[src/sms_loader_defs.svh]
// Divider period, download widths, header size, backup sector and index macros
`ifndef SMS_LOADER_DEFS_SVH
`define SMS_LOADER_DEFS_SVH

// ==========================================================================
// Clock enable divider
// ==========================================================================

// Length of one enable pattern in clk_sys cycles
`define SMS_CE_PERIOD 30

// ==========================================================================
// Cartridge download
// ==========================================================================

// CPU side ROM address width
`define SMS_ROM_AW 22
// Host download address width
`define SMS_IOCTL_AW 25
// Copier header in front of some images
`define SMS_HEADER_BYTES 512

// Index of cheat data downloads
`define SMS_CODE_INDEX 8'hFF
// Low index bits of a Game Gear image
`define SMS_GG_INDEX 5'd2

// ==========================================================================
// Backup RAM
// ==========================================================================

// 64 sectors of 512 bytes cover the 32K backup RAM
`define SMS_BK_SECTORS 64
`define SMS_LBA_W 6

`endif

[src/sms_load_pkg.sv]
// Download index type and decode functions, cheat code field, byte and union types
`default_nettype none
`include "sms_loader_defs.svh"

package sms_load_pkg;

	// ======================================================================
	// Download index
	// ======================================================================

	typedef logic [7:0] dl_index_t;

	// Cheat data rides on the all-ones index
	function automatic logic is_code_index(input dl_index_t idx);
		return idx == `SMS_CODE_INDEX;
	endfunction

	// Only the low five bits select the image type
	function automatic logic is_gg_index(input dl_index_t idx);
		return idx[4:0] == `SMS_GG_INDEX;
	endfunction

	// ======================================================================
	// Cheat code word
	// ======================================================================

	// Flags on top, replace value at the bottom
	typedef struct packed {
		logic [31:0] flags;
		logic [31:0] address;
		logic [31:0] compare;
		logic [31:0] replace;
	} cheat_fields_t;

	// Outer index picks the field, inner index the byte, low byte first
	// so download offset i lands on [i/4][i%4]
	typedef logic [0:3][3:0][7:0] cheat_bytes_t;

	typedef union packed {
		cheat_fields_t fields;
		cheat_bytes_t  bytes;
	} cheat_code_u;

endpackage

`default_nettype wire

[src/sms_backup_pkg.sv]
// Backup RAM sequencer state type
`default_nettype none

package sms_backup_pkg;

	// Sector walk of the backup RAM transfer
	typedef enum logic [1:0] {
		// No transfer running
		BK_IDLE,
		// Read or write request raised, waiting for the SD ack
		BK_REQUEST,
		// Sector moving, waiting for the ack to drop
		BK_TRANSFER,
		// Advance the sector or finish
		BK_NEXT
	} bk_state_t;

endpackage

`default_nettype wire

[src/clock_enables.sv]
// Clock enable divider producing CPU, VDP, pixel and sprite enables
`timescale 1ns/1ps
`default_nettype none
`include "sms_loader_defs.svh"

module clock_enables (
	input  wire  clk_sys,
	input  wire  reset,
	output logic ce_cpu,
	output logic ce_vdp,
	output logic ce_pix,
	output logic ce_sp
);

	localparam logic [4:0] LAST_POS = 5'(`SMS_CE_PERIOD - 1);

	logic [4:0] clk_div;

	// ======================================================================
	// One pattern of 30 cycles
	// VDP every 5, pixel every 10, CPU twice, sprites every other cycle
	// ======================================================================
	always_ff @(posedge clk_sys) begin
		if (reset) begin
			clk_div <= '0;
			ce_cpu  <= 1'b0;
			ce_vdp  <= 1'b0;
			ce_pix  <= 1'b0;
			ce_sp   <= 1'b0;
		end else begin
			ce_sp  <= clk_div[0];
			ce_cpu <= 1'b0;
			ce_vdp <= 1'b0;
			ce_pix <= 1'b0;

			if (clk_div == LAST_POS)
				clk_div <= '0;
			else
				clk_div <= clk_div + 5'd1;

			case (clk_div)
				5'd4, 5'd14: begin
					ce_vdp <= 1'b1;
				end
				5'd9: begin
					ce_cpu <= 1'b1;
					ce_vdp <= 1'b1;
					ce_pix <= 1'b1;
				end
				5'd19, LAST_POS: begin
					ce_vdp <= 1'b1;
					ce_pix <= 1'b1;
				end
				// CPU phase shifted off the pixel slot here
				5'd24: begin
					ce_cpu <= 1'b1;
					ce_vdp <= 1'b1;
				end
				default: begin
				end
			endcase
		end
	end

endmodule

`default_nettype wire

[src/cart_download.sv]
// Cartridge ROM write handshake, size masks, header detect and ROM address mapping
`timescale 1ns/1ps
`default_nettype none
`include "sms_loader_defs.svh"

module cart_download
	import sms_load_pkg::*;
(
	input  wire                     clk_sys,
	input  wire                     reset,
	input  wire                     ioctl_download,
	input  wire dl_index_t          ioctl_index,
	input  wire                     ioctl_wr,
	input  wire [`SMS_IOCTL_AW-1:0] ioctl_addr,
	input  wire [7:0]               ioctl_dout,
	input  wire                     rom_ack,
	input  wire [`SMS_ROM_AW-1:0]   rom_raddr_in,
	output logic                    cart_download,
	output logic                    ioctl_wait,
	output logic                    rom_wr,
	output logic [`SMS_ROM_AW-1:0]  rom_waddr,
	output logic [7:0]              rom_wdata,
	output logic [`SMS_ROM_AW-1:0]  rom_raddr,
	output logic                    gg_mode
);

	localparam int ROM_AW = `SMS_ROM_AW;
	localparam int IOCTL_AW = `SMS_IOCTL_AW;
	localparam int HDR_BIT = $clog2(`SMS_HEADER_BYTES);
	localparam logic [ROM_AW-1:0] HDR_SIZE = ROM_AW'(`SMS_HEADER_BYTES);

	logic              old_download;
	logic              cart_hdr;
	logic              cart_wr;
	logic [ROM_AW-1:0] cart_mask;
	logic [ROM_AW-1:0] cart_mask512;

	assign cart_download = ioctl_download & ~is_code_index(ioctl_index);
	assign cart_wr = ioctl_wr & cart_download;

	// ======================================================================
	// Write handshake toward ROM memory
	// ======================================================================
	// rom_wr toggles per byte, memory answers by matching rom_ack
	always_ff @(posedge clk_sys) begin
		if (reset) begin
			old_download <= 1'b0;
			ioctl_wait   <= 1'b0;
			rom_wr       <= 1'b0;
			rom_waddr    <= '0;
		end else begin
			old_download <= cart_download;
			if (cart_download & ~old_download) begin
				rom_waddr <= '0;
			end else if (cart_wr) begin
				ioctl_wait <= 1'b1;
				rom_wr     <= ~rom_wr;
			end else if (ioctl_wait && (rom_wr == rom_ack)) begin
				ioctl_wait <= 1'b0;
				rom_waddr  <= rom_waddr + ROM_AW'(1);
			end
		end
	end

	always_ff @(posedge clk_sys) begin
		if (cart_wr)
			rom_wdata <= ioctl_dout;
	end

	// ======================================================================
	// Size masks and image type
	// ======================================================================
	// Second mask assumes the image starts after the header
	always_ff @(posedge clk_sys) begin
		if (cart_wr) begin
			if (ioctl_addr == '0)
				cart_mask <= '0;
			else
				cart_mask <= cart_mask | ioctl_addr[ROM_AW-1:0];

			if (ioctl_addr == IOCTL_AW'(`SMS_HEADER_BYTES))
				cart_mask512 <= '0;
			else
				cart_mask512 <= cart_mask512 | (ioctl_addr[ROM_AW-1:0] - HDR_SIZE);
		end
	end

	always_ff @(posedge clk_sys) begin
		if (reset) begin
			cart_hdr <= 1'b0;
			gg_mode  <= 1'b0;
		end else begin
			if (cart_wr)
				gg_mode <= is_gg_index(ioctl_index);
			// Byte count left on the address bus tells of a header
			if (old_download & ~cart_download)
				cart_hdr <= ioctl_addr[HDR_BIT];
		end
	end

	// CPU address into the downloaded image
	always_ff @(posedge clk_sys) begin
		if (cart_hdr)
			rom_raddr <= (rom_raddr_in + HDR_SIZE) & cart_mask512;
		else
			rom_raddr <= rom_raddr_in & cart_mask;
	end

endmodule

`default_nettype wire

[src/cheat_code_loader.sv]
// Cheat code loader gathering 16 downloaded bytes into one code word
`timescale 1ns/1ps
`default_nettype none

module cheat_code_loader
	import sms_load_pkg::*;
(
	input  wire            clk_sys,
	input  wire            reset,
	input  wire            ioctl_download,
	input  wire dl_index_t ioctl_index,
	input  wire            ioctl_wr,
	input  wire [3:0]      ioctl_addr,
	input  wire [7:0]      ioctl_dout,
	output cheat_code_u    cheat_code,
	output logic           code_valid
);

	logic code_wr;
	logic last_byte;

	assign code_wr = ioctl_download & is_code_index(ioctl_index) & ioctl_wr;

	// Offset 15 closes the code
	assign last_byte = (ioctl_addr == 4'hF);

	// ======================================================================
	// Byte gathering
	// ======================================================================
	// Each field arrives low byte first, flags first
	always_ff @(posedge clk_sys) begin
		if (code_wr)
			cheat_code.bytes[ioctl_addr[3:2]][ioctl_addr[1:0]] <= ioctl_dout;
	end

	// Strobe with the completed word
	always_ff @(posedge clk_sys) begin
		if (reset)
			code_valid <= 1'b0;
		else
			code_valid <= code_wr & last_byte;
	end

endmodule

`default_nettype wire

[src/backup_sequencer.sv]
// Backup RAM enable, pending flag and SD sector load and save sequencing
`timescale 1ns/1ps
`default_nettype none
`include "sms_loader_defs.svh"

module backup_sequencer
	import sms_backup_pkg::*;
(
	input  wire                   clk_sys,
	input  wire                   reset,
	input  wire                   cart_download,
	input  wire                   osd_open,
	input  wire                   autosave,
	input  wire                   bk_load_req,
	input  wire                   bk_save_req,
	input  wire                   img_mounted,
	input  wire                   img_readonly,
	input  wire                   img_size_nonzero,
	input  wire                   nvram_we,
	input  wire                   sd_ack,
	output logic                  sd_rd,
	output logic                  sd_wr,
	output logic [`SMS_LBA_W-1:0] sd_lba,
	output logic                  bk_busy,
	output logic                  bk_loading,
	output logic                  bk_pending
);

	localparam int LBA_W = `SMS_LBA_W;
	localparam logic [LBA_W-1:0] LAST_LBA = LBA_W'(`SMS_BK_SECTORS - 1);

	bk_state_t state;
	logic      old_cart;
	logic      bk_ena;
	logic      loading_q;
	logic      auto_load;
	logic      req_load;
	logic      req_save;
	logic      start;

	// ======================================================================
	// Enable and pending save
	// ======================================================================
	// Save image gets mounted while the cartridge is still downloading
	always_ff @(posedge clk_sys) begin
		if (reset) begin
			old_cart   <= 1'b0;
			bk_ena     <= 1'b0;
			bk_pending <= 1'b0;
		end else begin
			old_cart <= cart_download;
			if (cart_download & ~old_cart)
				bk_ena <= 1'b0;
			if (cart_download & img_mounted & ~img_readonly)
				bk_ena <= 1'b1;

			if (start)
				bk_pending <= 1'b0;
			else if (bk_ena & ~osd_open & nvram_we)
				bk_pending <= 1'b1;
		end
	end

	// Load after each cartridge, save when the menu opens with unsaved data
	assign auto_load = old_cart & ~cart_download & img_size_nonzero & bk_ena;
	assign req_load = (bk_ena & bk_load_req) | auto_load;
	assign req_save = bk_ena & (bk_save_req | (osd_open & autosave & bk_pending));
	assign start = (state == BK_IDLE) & (req_load | req_save);

	assign bk_busy = (state != BK_IDLE);
	// Covers the start cycle so system reset has no gap after a download
	assign bk_loading = loading_q | (start & req_load);

	// ======================================================================
	// Sector walk
	// ======================================================================
	always_ff @(posedge clk_sys) begin
		if (reset) begin
			state     <= BK_IDLE;
			loading_q <= 1'b0;
			sd_rd     <= 1'b0;
			sd_wr     <= 1'b0;
			sd_lba    <= '0;
		end else begin
			case (state)
				BK_IDLE: begin
					if (start) begin
						loading_q <= req_load;
						sd_lba    <= '0;
						sd_rd     <= req_load;
						sd_wr     <= ~req_load;
						state     <= BK_REQUEST;
					end
				end
				BK_REQUEST: begin
					if (sd_ack) begin
						sd_rd <= 1'b0;
						sd_wr <= 1'b0;
						state <= BK_TRANSFER;
					end
				end
				BK_TRANSFER: begin
					if (~sd_ack)
						state <= BK_NEXT;
				end
				BK_NEXT: begin
					if (sd_lba == LAST_LBA) begin
						loading_q <= 1'b0;
						state     <= BK_IDLE;
					end else begin
						sd_lba <= sd_lba + LBA_W'(1);
						sd_rd  <= loading_q;
						sd_wr  <= ~loading_q;
						state  <= BK_REQUEST;
					end
				end
				default: begin
					state <= BK_IDLE;
				end
			endcase
		end
	end

endmodule

`default_nettype wire

[src/sms_loader_top.sv]
// Loader top level with clock enables, cartridge, cheat and backup blocks, reset and LED
`timescale 1ns/1ps
`default_nettype none
`include "sms_loader_defs.svh"

module sms_loader_top
	import sms_load_pkg::*;
(
	input  wire                     clk_sys,
	input  wire                     reset,
	input  wire                     ioctl_download,
	input  wire dl_index_t          ioctl_index,
	input  wire                     ioctl_wr,
	input  wire [`SMS_IOCTL_AW-1:0] ioctl_addr,
	input  wire [7:0]               ioctl_dout,
	input  wire                     rom_ack,
	input  wire [`SMS_ROM_AW-1:0]   rom_raddr_in,
	input  wire                     osd_open,
	input  wire                     autosave,
	input  wire                     bk_load_req,
	input  wire                     bk_save_req,
	input  wire                     img_mounted,
	input  wire                     img_readonly,
	input  wire                     img_size_nonzero,
	input  wire                     nvram_we,
	input  wire                     sd_ack,
	output logic                    ce_cpu,
	output logic                    ce_vdp,
	output logic                    ce_pix,
	output logic                    ce_sp,
	output logic                    ioctl_wait,
	output logic                    rom_wr,
	output logic [`SMS_ROM_AW-1:0]  rom_waddr,
	output logic [7:0]              rom_wdata,
	output logic [`SMS_ROM_AW-1:0]  rom_raddr,
	output logic                    gg_mode,
	output cheat_code_u             cheat_code,
	output logic                    code_valid,
	output logic                    sd_rd,
	output logic                    sd_wr,
	output logic [`SMS_LBA_W-1:0]   sd_lba,
	output logic                    system_reset,
	output logic                    led_user
);

	logic cart_download;
	logic bk_busy;
	logic bk_loading;
	logic bk_pending;

	// ======================================================================
	// Blocks
	// ======================================================================
	clock_enables i_clock_enables (
		.clk_sys (clk_sys),
		.reset   (reset),
		.ce_cpu  (ce_cpu),
		.ce_vdp  (ce_vdp),
		.ce_pix  (ce_pix),
		.ce_sp   (ce_sp)
	);

	cart_download i_cart_download (
		.clk_sys        (clk_sys),
		.reset          (reset),
		.ioctl_download (ioctl_download),
		.ioctl_index    (ioctl_index),
		.ioctl_wr       (ioctl_wr),
		.ioctl_addr     (ioctl_addr),
		.ioctl_dout     (ioctl_dout),
		.rom_ack        (rom_ack),
		.rom_raddr_in   (rom_raddr_in),
		.cart_download  (cart_download),
		.ioctl_wait     (ioctl_wait),
		.rom_wr         (rom_wr),
		.rom_waddr      (rom_waddr),
		.rom_wdata      (rom_wdata),
		.rom_raddr      (rom_raddr),
		.gg_mode        (gg_mode)
	);

	// Byte lane comes from the low address bits only
	cheat_code_loader i_cheat_code_loader (
		.clk_sys        (clk_sys),
		.reset          (reset),
		.ioctl_download (ioctl_download),
		.ioctl_index    (ioctl_index),
		.ioctl_wr       (ioctl_wr),
		.ioctl_addr     (ioctl_addr[3:0]),
		.ioctl_dout     (ioctl_dout),
		.cheat_code     (cheat_code),
		.code_valid     (code_valid)
	);

	backup_sequencer i_backup_sequencer (
		.clk_sys          (clk_sys),
		.reset            (reset),
		.cart_download    (cart_download),
		.osd_open         (osd_open),
		.autosave         (autosave),
		.bk_load_req      (bk_load_req),
		.bk_save_req      (bk_save_req),
		.img_mounted      (img_mounted),
		.img_readonly     (img_readonly),
		.img_size_nonzero (img_size_nonzero),
		.nvram_we         (nvram_we),
		.sd_ack           (sd_ack),
		.sd_rd            (sd_rd),
		.sd_wr            (sd_wr),
		.sd_lba           (sd_lba),
		.bk_busy          (bk_busy),
		.bk_loading       (bk_loading),
		.bk_pending       (bk_pending)
	);

	// Core held while ROM or backup RAM contents change
	assign system_reset = reset | cart_download | bk_loading;

	// Lit on any transfer, and while autosave data waits
	assign led_user = cart_download | bk_busy | (autosave & bk_pending);

endmodule

`default_nettype wire

[config.mk]
export PLATFORM = sky130hd
export DESIGN_NAME = sms_loader_top
export DESIGN_NICKNAME = d
export VERILOG_FILES = /design/src/sms_load_pkg.sv /design/src/sms_backup_pkg.sv /design/src/clock_enables.sv /design/src/cart_download.sv /design/src/cheat_code_loader.sv /design/src/backup_sequencer.sv /design/src/sms_loader_top.sv
export VERILOG_INCLUDE_DIRS = /design/src
export SDC_FILE = /design/constraint.sdc
export NUM_CORES = 1
export LEC_CHECK = 0
export BUFFER_PORTS_ARGS = -buffer_cell sky130_fd_sc_hd__clkbuf_2
export CORE_ASPECT_RATIO = 1.25
export CORE_MARGIN = 1.5
export CORE_UTILIZATION = 30
export CTS_CLUSTER_DIAMETER = 80
export DETAILED_ROUTE_END_ITERATION = 10
export PLACE_DENSITY = 0.6
export SLEW_MARGIN = 15
export SYNTH_ARGS = -nofsm -noshare
export SYNTH_HDL_FRONTEND = slang
export SYNTH_SLANG_ARGS = --single-unit
[constraint.sdc]
create_clock -name clk_sys -period 3.8 [get_ports clk_sys]
set_input_delay 0.57 -clock clk_sys [delete_from_list [all_inputs] [get_ports clk_sys]]
set_output_delay 0.57 -clock clk_sys [all_outputs]
set_load 0.01 [all_outputs]
==> flow_metrics.py, run 1 <==
metrics = {
    "worst_setup_path": {
        "end_kind": "output pin",
        "criticalPathCategory": "reg -> out",
        "worstPathRequired_ps": 3230,
        "worstPathArrival_ps": 1960,
        "worstPathMaxFanout": 7,
        "cp-start-kind": "register",
    },
    "final_layout": {
        "num_antenna_cells": 0,
        "fin_nets": 1136,
        "area_growth_pct": 28.5,
        "drive_gt1_frac": 0.320,
        "final_cell_mix": "clkbuf_2, edfxtp_1, nor2_1, dfxtp_1, nand2_1",
        "layout_commonest_cell": "clkbuf_2",
        "fin_cells": 1477,
    },
    "pwr": {
        "vdd_drop_max_uv": 341,
        "leakage_nw": 4.77,
        "powerDensity_nw_per_um2": 490,
    },
    "sta": {
        "min_period_over_period": 0.666,
        "hold_viol": 0,
        "fin_crit_ps": 2530,
        "tightest_slew_ps": 1040,
        "timing.hold.ws_ps": 235,
        "clock_skew_ps": 19.6,
        "rsz0062_at_grt": "no",
        "setup_violations": 0,
        "tns_ps": 0,
        "slew_headroom": 0.307,
        "finalMaxSlewViolations": 0,
        "max_freq_mhz": 395,
    },
    "yosys": {
        "synthDistinctLibCells": 57,
        "yosys_most_used_dff": "edfxtp_1",
        "syn-num-nets": 845,
        "synth_area_leader_cell": "edfxtp_1",
        "syn_area_per_cell_um2": 12.9,
        "synthDominantCellAreaShare": 0.557,
        "synth_edf_count": 180,
        "syn_area_um2": 9700,
        "ys_warn_count": 0,
        "yosysSeqAreaShare": 0.706,
        "synthArstFlopShare": 0,
        "ys_ff_latch": 252,
        "postSynthCellCount": 754,
        "ys_top_cells_by_area": "edfxtp_1, dfxtp_1, nor2_1",
    },
    "clock_tree": {
        "cts_sinks": 252,
        "cts_buffer_depth": 3,
        "clkTransAtPathRegs_ps": 70,
        "post_cts_buffers": 0,
        "h-tree-depth": 1,
        "clk_latency_ps": 550,
        "root_buffer": "clkbuf_16",
        "cts_tree": "built",
        "ctsResizeCount": 0,
        "cts_hold_buf": 0,
        "numCtsBuffers": 26,
    },
    "global_route": {
        "grt_pass1_vias": 6496,
        "antenna_found_initial": 0,
        "overflow": 0,
        "grt_max_degree": 48,
        "grt_pass1_wl_um": 36700,
        "grt_usage": 0.144,
    },
    "die": {
        "pin_count": 275,
        "fp.dieH_um": 204,
        "start_util": 0.305,
        "core-area_um2": 31800,
        "num_rows": 73,
        "die_area_um2": 33400,
        "die_x_um": 164,
    },
    "place": {
        "place.port_buffers": 274,
        "placed_cells": 1429,
        "dp.final_hpwl_um": 18200,
        "place.gp.congestion": 0.821,
    },
    "routing": {
        "drc": 0,
        "wire_per_inst_um": 16.7,
        "routed_via_density": 4.64,
        "ant_nets": 0,
        "drt-initial-drc-count": 428,
        "first_pass_iters": 4,
        "vias": 6853,
        "drt_wl_total_um": 24700,
    },
    "outcome": {
        "outcome": "finished, final reports clean",
    },
    "min_path": {
        "worst_hold_path_type": "in -> reg",
    },
    "run": {
        "maxCapViolations": 0,
    },
}
[final timing paths]
path / depth (start not counted) / end / slack [ps] / start
max reg2reg: 7 / i_backup_sequencer.sd_lba[3] / 1410 / i_backup_sequencer.state[1]
min reg2reg: 1 / i_clock_enables.clk_div[0] / 480 / i_clock_enables.clk_div[0]
max: 4 / system_reset / 1270 / i_cart_download.old_download
min: 2 / i_cart_download.rom_raddr[8] / 240 / rom_raddr_in[8]
[through the flow]
stage	setup WS, ps	cell area, µm²	power, mW	utilization
final	1270	12500	6.11	0.392
after floorplan	639	9700	3.33	-
after global placement	1120	11600	3.53	0.364
after detailed placement	1070	11600	3.54	0.364
after global routing	1100	12500	6.37	0.392
after CTS	1240	12500	6.20	0.392
[routing by layer]
metal | vias up | track usage | part of all wire
met3 | 47 | 0.0296 | 0.075
met5 | - | 0 | 0
met4 | 0 | 0.0536 | 0.027
met1 | 3222 | 0.174 | 0.41
met2 | 281 | 0.249 | 0.49
li1 | 3303 | - | -
[worst max-delay path, stage by stage, from the launching register on]
cell      delay, ps
dfxtp_1         400
and3_1          240
a22o_1          240
a2111o_1        410
clkbuf_2        130
[sequential cells by signal, summed over array words and instances, names as in the netlist, 5 cells and up]
signal                          flops
i_cheat_code_loader.cheat_code    128
i_cart_download.cart_mask512       22
i_cart_download.cart_mask          22
i_cart_download.rom_raddr          22
i_cart_download.rom_waddr          22
i_cart_download.rom_wdata           8
i_backup_sequencer.sd_lba           6
i_clock_enables.clk_div             5
[power breakdown]
part | switching, mW | total (mW) | internal (mW)
Sequential | 0.0382 | 3.04 | 3.00
Combinational | 0.280 | 0.437 | 0.158
Clock | 1.09 | 2.63 | 1.55
Total | 1.41 | 6.11 | 4.70
[synthesized netlist by cell type, types with 5 or more instances]
| cell | count |
|---|---|
| a21oi_1 | 23 |
| and4_1 | 5 |
| mux2i_1 | 11 |
| o21ai_0 | 26 |
| xnor2_1 | 25 |
| nor3_1 | 14 |
| nand3b_1 | 6 |
| xor2_1 | 19 |
| nand4_1 | 15 |
| and2_1 | 5 |
| nor2_1 | 132 |
| nor2b_1 | 10 |
| clkbuf_1 | 15 |
| nand2b_1 | 6 |
| edfxtp_1 | 180 |
| dfxtp_1 | 72 |
| nand2_1 | 50 |
| ha_1 | 14 |
| inv_1 | 22 |
| nand3_1 | 32 |
| and3_1 | 7 |
[logic make-up after synthesis]
group,Yosys count,synth area share
compound gates,82,0.0525
xor+xnor,44,0.0397
fa+ha+maj,14,0.0181
buf+inv,45,0.0201
flops,252,0.706
mux,11,0.0113
simple gates,306,0.153
[area by class of cell]
type                            instances  area [µm²]
Clock inverter                         19         234
Multi-Input combinational cell        457        2670
Fill cell                            3064       19300
Timing Repair Buffer                  286        1460
Tap cell                              412         515
Clock buffer                           29         662
Inverter                               22        82.6
Sequential cell                       252        6850
Note: power is estimated with default switching activity, not from simulation.
==> run 2, diff against run 1 <==
==> constraint.sdc (replaced) <==
create_clock -name clk_sys -period 2.55 [get_ports clk_sys]
set_input_delay 0.3825 -clock clk_sys [delete_from_list [all_inputs] [get_ports clk_sys]]
set_output_delay 0.3825 -clock clk_sys [all_outputs]
set_load 0.01 [all_outputs]
==> run 2 against run 1 <==
  * Sequential cell count stayed put
  * Largest power group unchanged
  * Sequential power is 49% higher
  * Critical path type unchanged
  * Wire length hardly changed
  * Critical endpoint unchanged
  * Die area stayed put
  * Largest cell class unchanged
  * Via count is 1.2% higher
  * Clock skew hardly changed
  * Cell area is 1.2% higher
==> flow_metrics.py, run 2 (synthesized netlist as in run 1, its figures left out) <==
metrics = {
    "global_route": {
        "grt_pass1_vias": 6561,
        "overflow": 0,
        "antenna_found_initial": 2,
        "grt_usage": 0.143,
        "grt_pass1_wl_um": 36900,
        "grt_max_degree": 50,
    },
    "worst_setup_path": {
        "critical_path.slowest_cell": "dfxtp_1",
        "end_kind": "output pin",
        "crit_buf_inv": 1,
        "rrSetupSlack_ps": 570,
        "path_depth": 4,
        "criticalPathCategory": "reg -> out",
        "max_stage_delay_ps": 410,
        "reg2reg_from": "i_cart_download.rom_wr",
        "worstPathArrival_ps": 1960,
        "cp_top_family": "compound AO/OA/AOI/OAI gates",
        "worst_r2r_path_depth": 5,
        "path_cells": "and3_1 > a22o_1 > a2111o_1 > clkbuf_2",
        "cp-start-kind": "register",
        "worstPathRequired_ps": 2170,
        "worstPathMaxFanout": 7,
        "r2r-end": "i_cart_download.rom_waddr[21]",
        "crit_path_end": "system_reset",
        "cp-startpoint": "i_cart_download.old_download",
    },
    "pwr": {
        "power_frac_clock": 0.423,
        "powerDensity_nw_per_um2": 713,
        "combinationalPowerShare": 0.073,
        "power_mw": 8.99,
        "internal_power_mw": 6.96,
        "p_sw_frac": 0.226,
        "p_switching_mw": 2.03,
        "p_seq_frac": 0.504,
        "leakage_nw": 4.87,
        "vdd_drop_max_uv": 505,
    },
    "routing": {
        "ant_nets": 0,
        "drt-initial-drc-count": 426,
        "drc": 0,
        "routed_via_density": 4.63,
        "vias": 6938,
        "drt_wl_total_um": 24700,
        "wire_per_inst_um": 16.5,
        "first_pass_iters": 5,
    },
    "run": {
        "maxCapViolations": 0,
    },
    "sta": {
        "setup_violations": 0,
        "max_freq_mhz": 426,
        "fin_crit_ps": 2350,
        "tns_ps": 0,
        "min_period_over_period": 0.920,
        "tightest_slew_ps": 1010,
        "slew_headroom": 0.325,
        "hold_viol": 0,
        "rsz0062_at_grt": "no",
        "finalMaxSlewViolations": 0,
        "clock_skew_ps": 19.2,
    },
    "clock_tree": {
        "clkTransAtPathRegs_ps": 70,
        "clk_latency_ps": 540,
        "h-tree-depth": 1,
        "cts_tree": "built",
        "root_buffer": "clkbuf_16",
        "post_cts_buffers": 0,
        "cts_sinks": 252,
        "numCtsBuffers": 26,
        "ctsResizeCount": 0,
        "cts_buffer_depth": 3,
        "cts_hold_buf": 0,
    },
    "die": {
        "die_area_um2": 33400,
        "pin_count": 275,
        "start_util": 0.305,
        "die_x_um": 164,
        "core-area_um2": 31800,
        "num_rows": 73,
        "fp.dieH_um": 204,
    },
    "final_layout": {
        "largest_reg_flops": 128,
        "layout_commonest_cell": "clkbuf_2",
        "drive_gt1_frac": 0.329,
        "final_util": 0.397,
        "num_antenna_cells": 0,
        "area_growth_pct": 30.0,
        "fin_nets": 1156,
        "final_cell_mix": "clkbuf_2, edfxtp_1, nor2_1, dfxtp_1, nand2_1",
    },
    "outcome": {
        "outcome": "finished, final reports clean",
    },
    "min_path": {
        "worst_hold_path_type": "in -> reg",
    },
    "place": {
        "dp.final_hpwl_um": 18200,
        "place.port_buffers": 274,
        "place.gp.congestion": 0.808,
    },
}
## run 2: changes by cell type in the layout (fill, tap and decap cells not counted)
cell	previous run	this run
clkinvlp_4	4	3
clkbuf_1	3	5
clkinv_8	2	1
clkinvlp_2	0	1
bufinv_16	4	3
inv_6	1	0
buf_12	0	2
clkinv_2	6	3
clkinv_1	1	3
buf_4	12	30
clkbuf_8	0	2
## run 2: power by group through the flow
stage | logic [mW] | registers (mW) | clock network, mW
3_3_place_gp | 0.652 | 4.61 | 0
6_report | 0.659 | 4.53 | 3.80
5_1_grt | 0.736 | 4.54 | 4.08
4_1_cts | 0.666 | 4.53 | 3.92
3_5_place_dp | 0.663 | 4.62 | 0
2_1_floorplan | 0.343 | 4.62 | 0
## run 2: area by class of cell
| type | count | area, µm² |
|---|---|---|
| inverters | 22 | 82.6 |
| clock buffers | 33 | 697 |
| clock inverters | 15 | 169 |
| multi-input cells | 457 | 2670 |
| flip-flops and latches | 252 | 6850 |
| well taps | 412 | 515 |
| fillers | 3064 | 19200 |
| repair buffers | 306 | 1640 |
## run 2: metal layers
metal | part of all wire | global-route usage
met2 | 0.49 | 0.252
met1 | 0.41 | 0.173
met5 | 0.0013 | 0
met4 | 0.024 | 0.0481
met3 | 0.074 | 0.0274
## run 2: worst min path at each step
stage | from | to | cells after the start
detailed placement | i_clock_enables.clk_div[0] | i_clock_enables.clk_div[0] | 1
floorplan | i_clock_enables.clk_div[0] | i_clock_enables.clk_div[0] | 1
global route | rom_raddr_in[4] | i_cart_download.rom_raddr[4] | 2
global placement | i_clock_enables.clk_div[0] | i_clock_enables.clk_div[0] | 1
CTS | rom_raddr_in[4] | i_cart_download.rom_raddr[4] | 2
finish | rom_raddr_in[4] | i_cart_download.rom_raddr[4] | 2
## run 2: stage by stage
stage | instances | hold WS, ps | area [µm²] | worst slack [ps]
after floorplan | 754 | 445 | 9700 | 294
after global placement | 1449 | 470 | 11700 | 210
after detailed placement | 1449 | 478 | 11700 | 135
after CTS | 1497 | 23.1 | 12600 | 172
after global routing | 1497 | 33.6 | 12600 | 121
final | 1497 | 51.6 | 12600 | 205
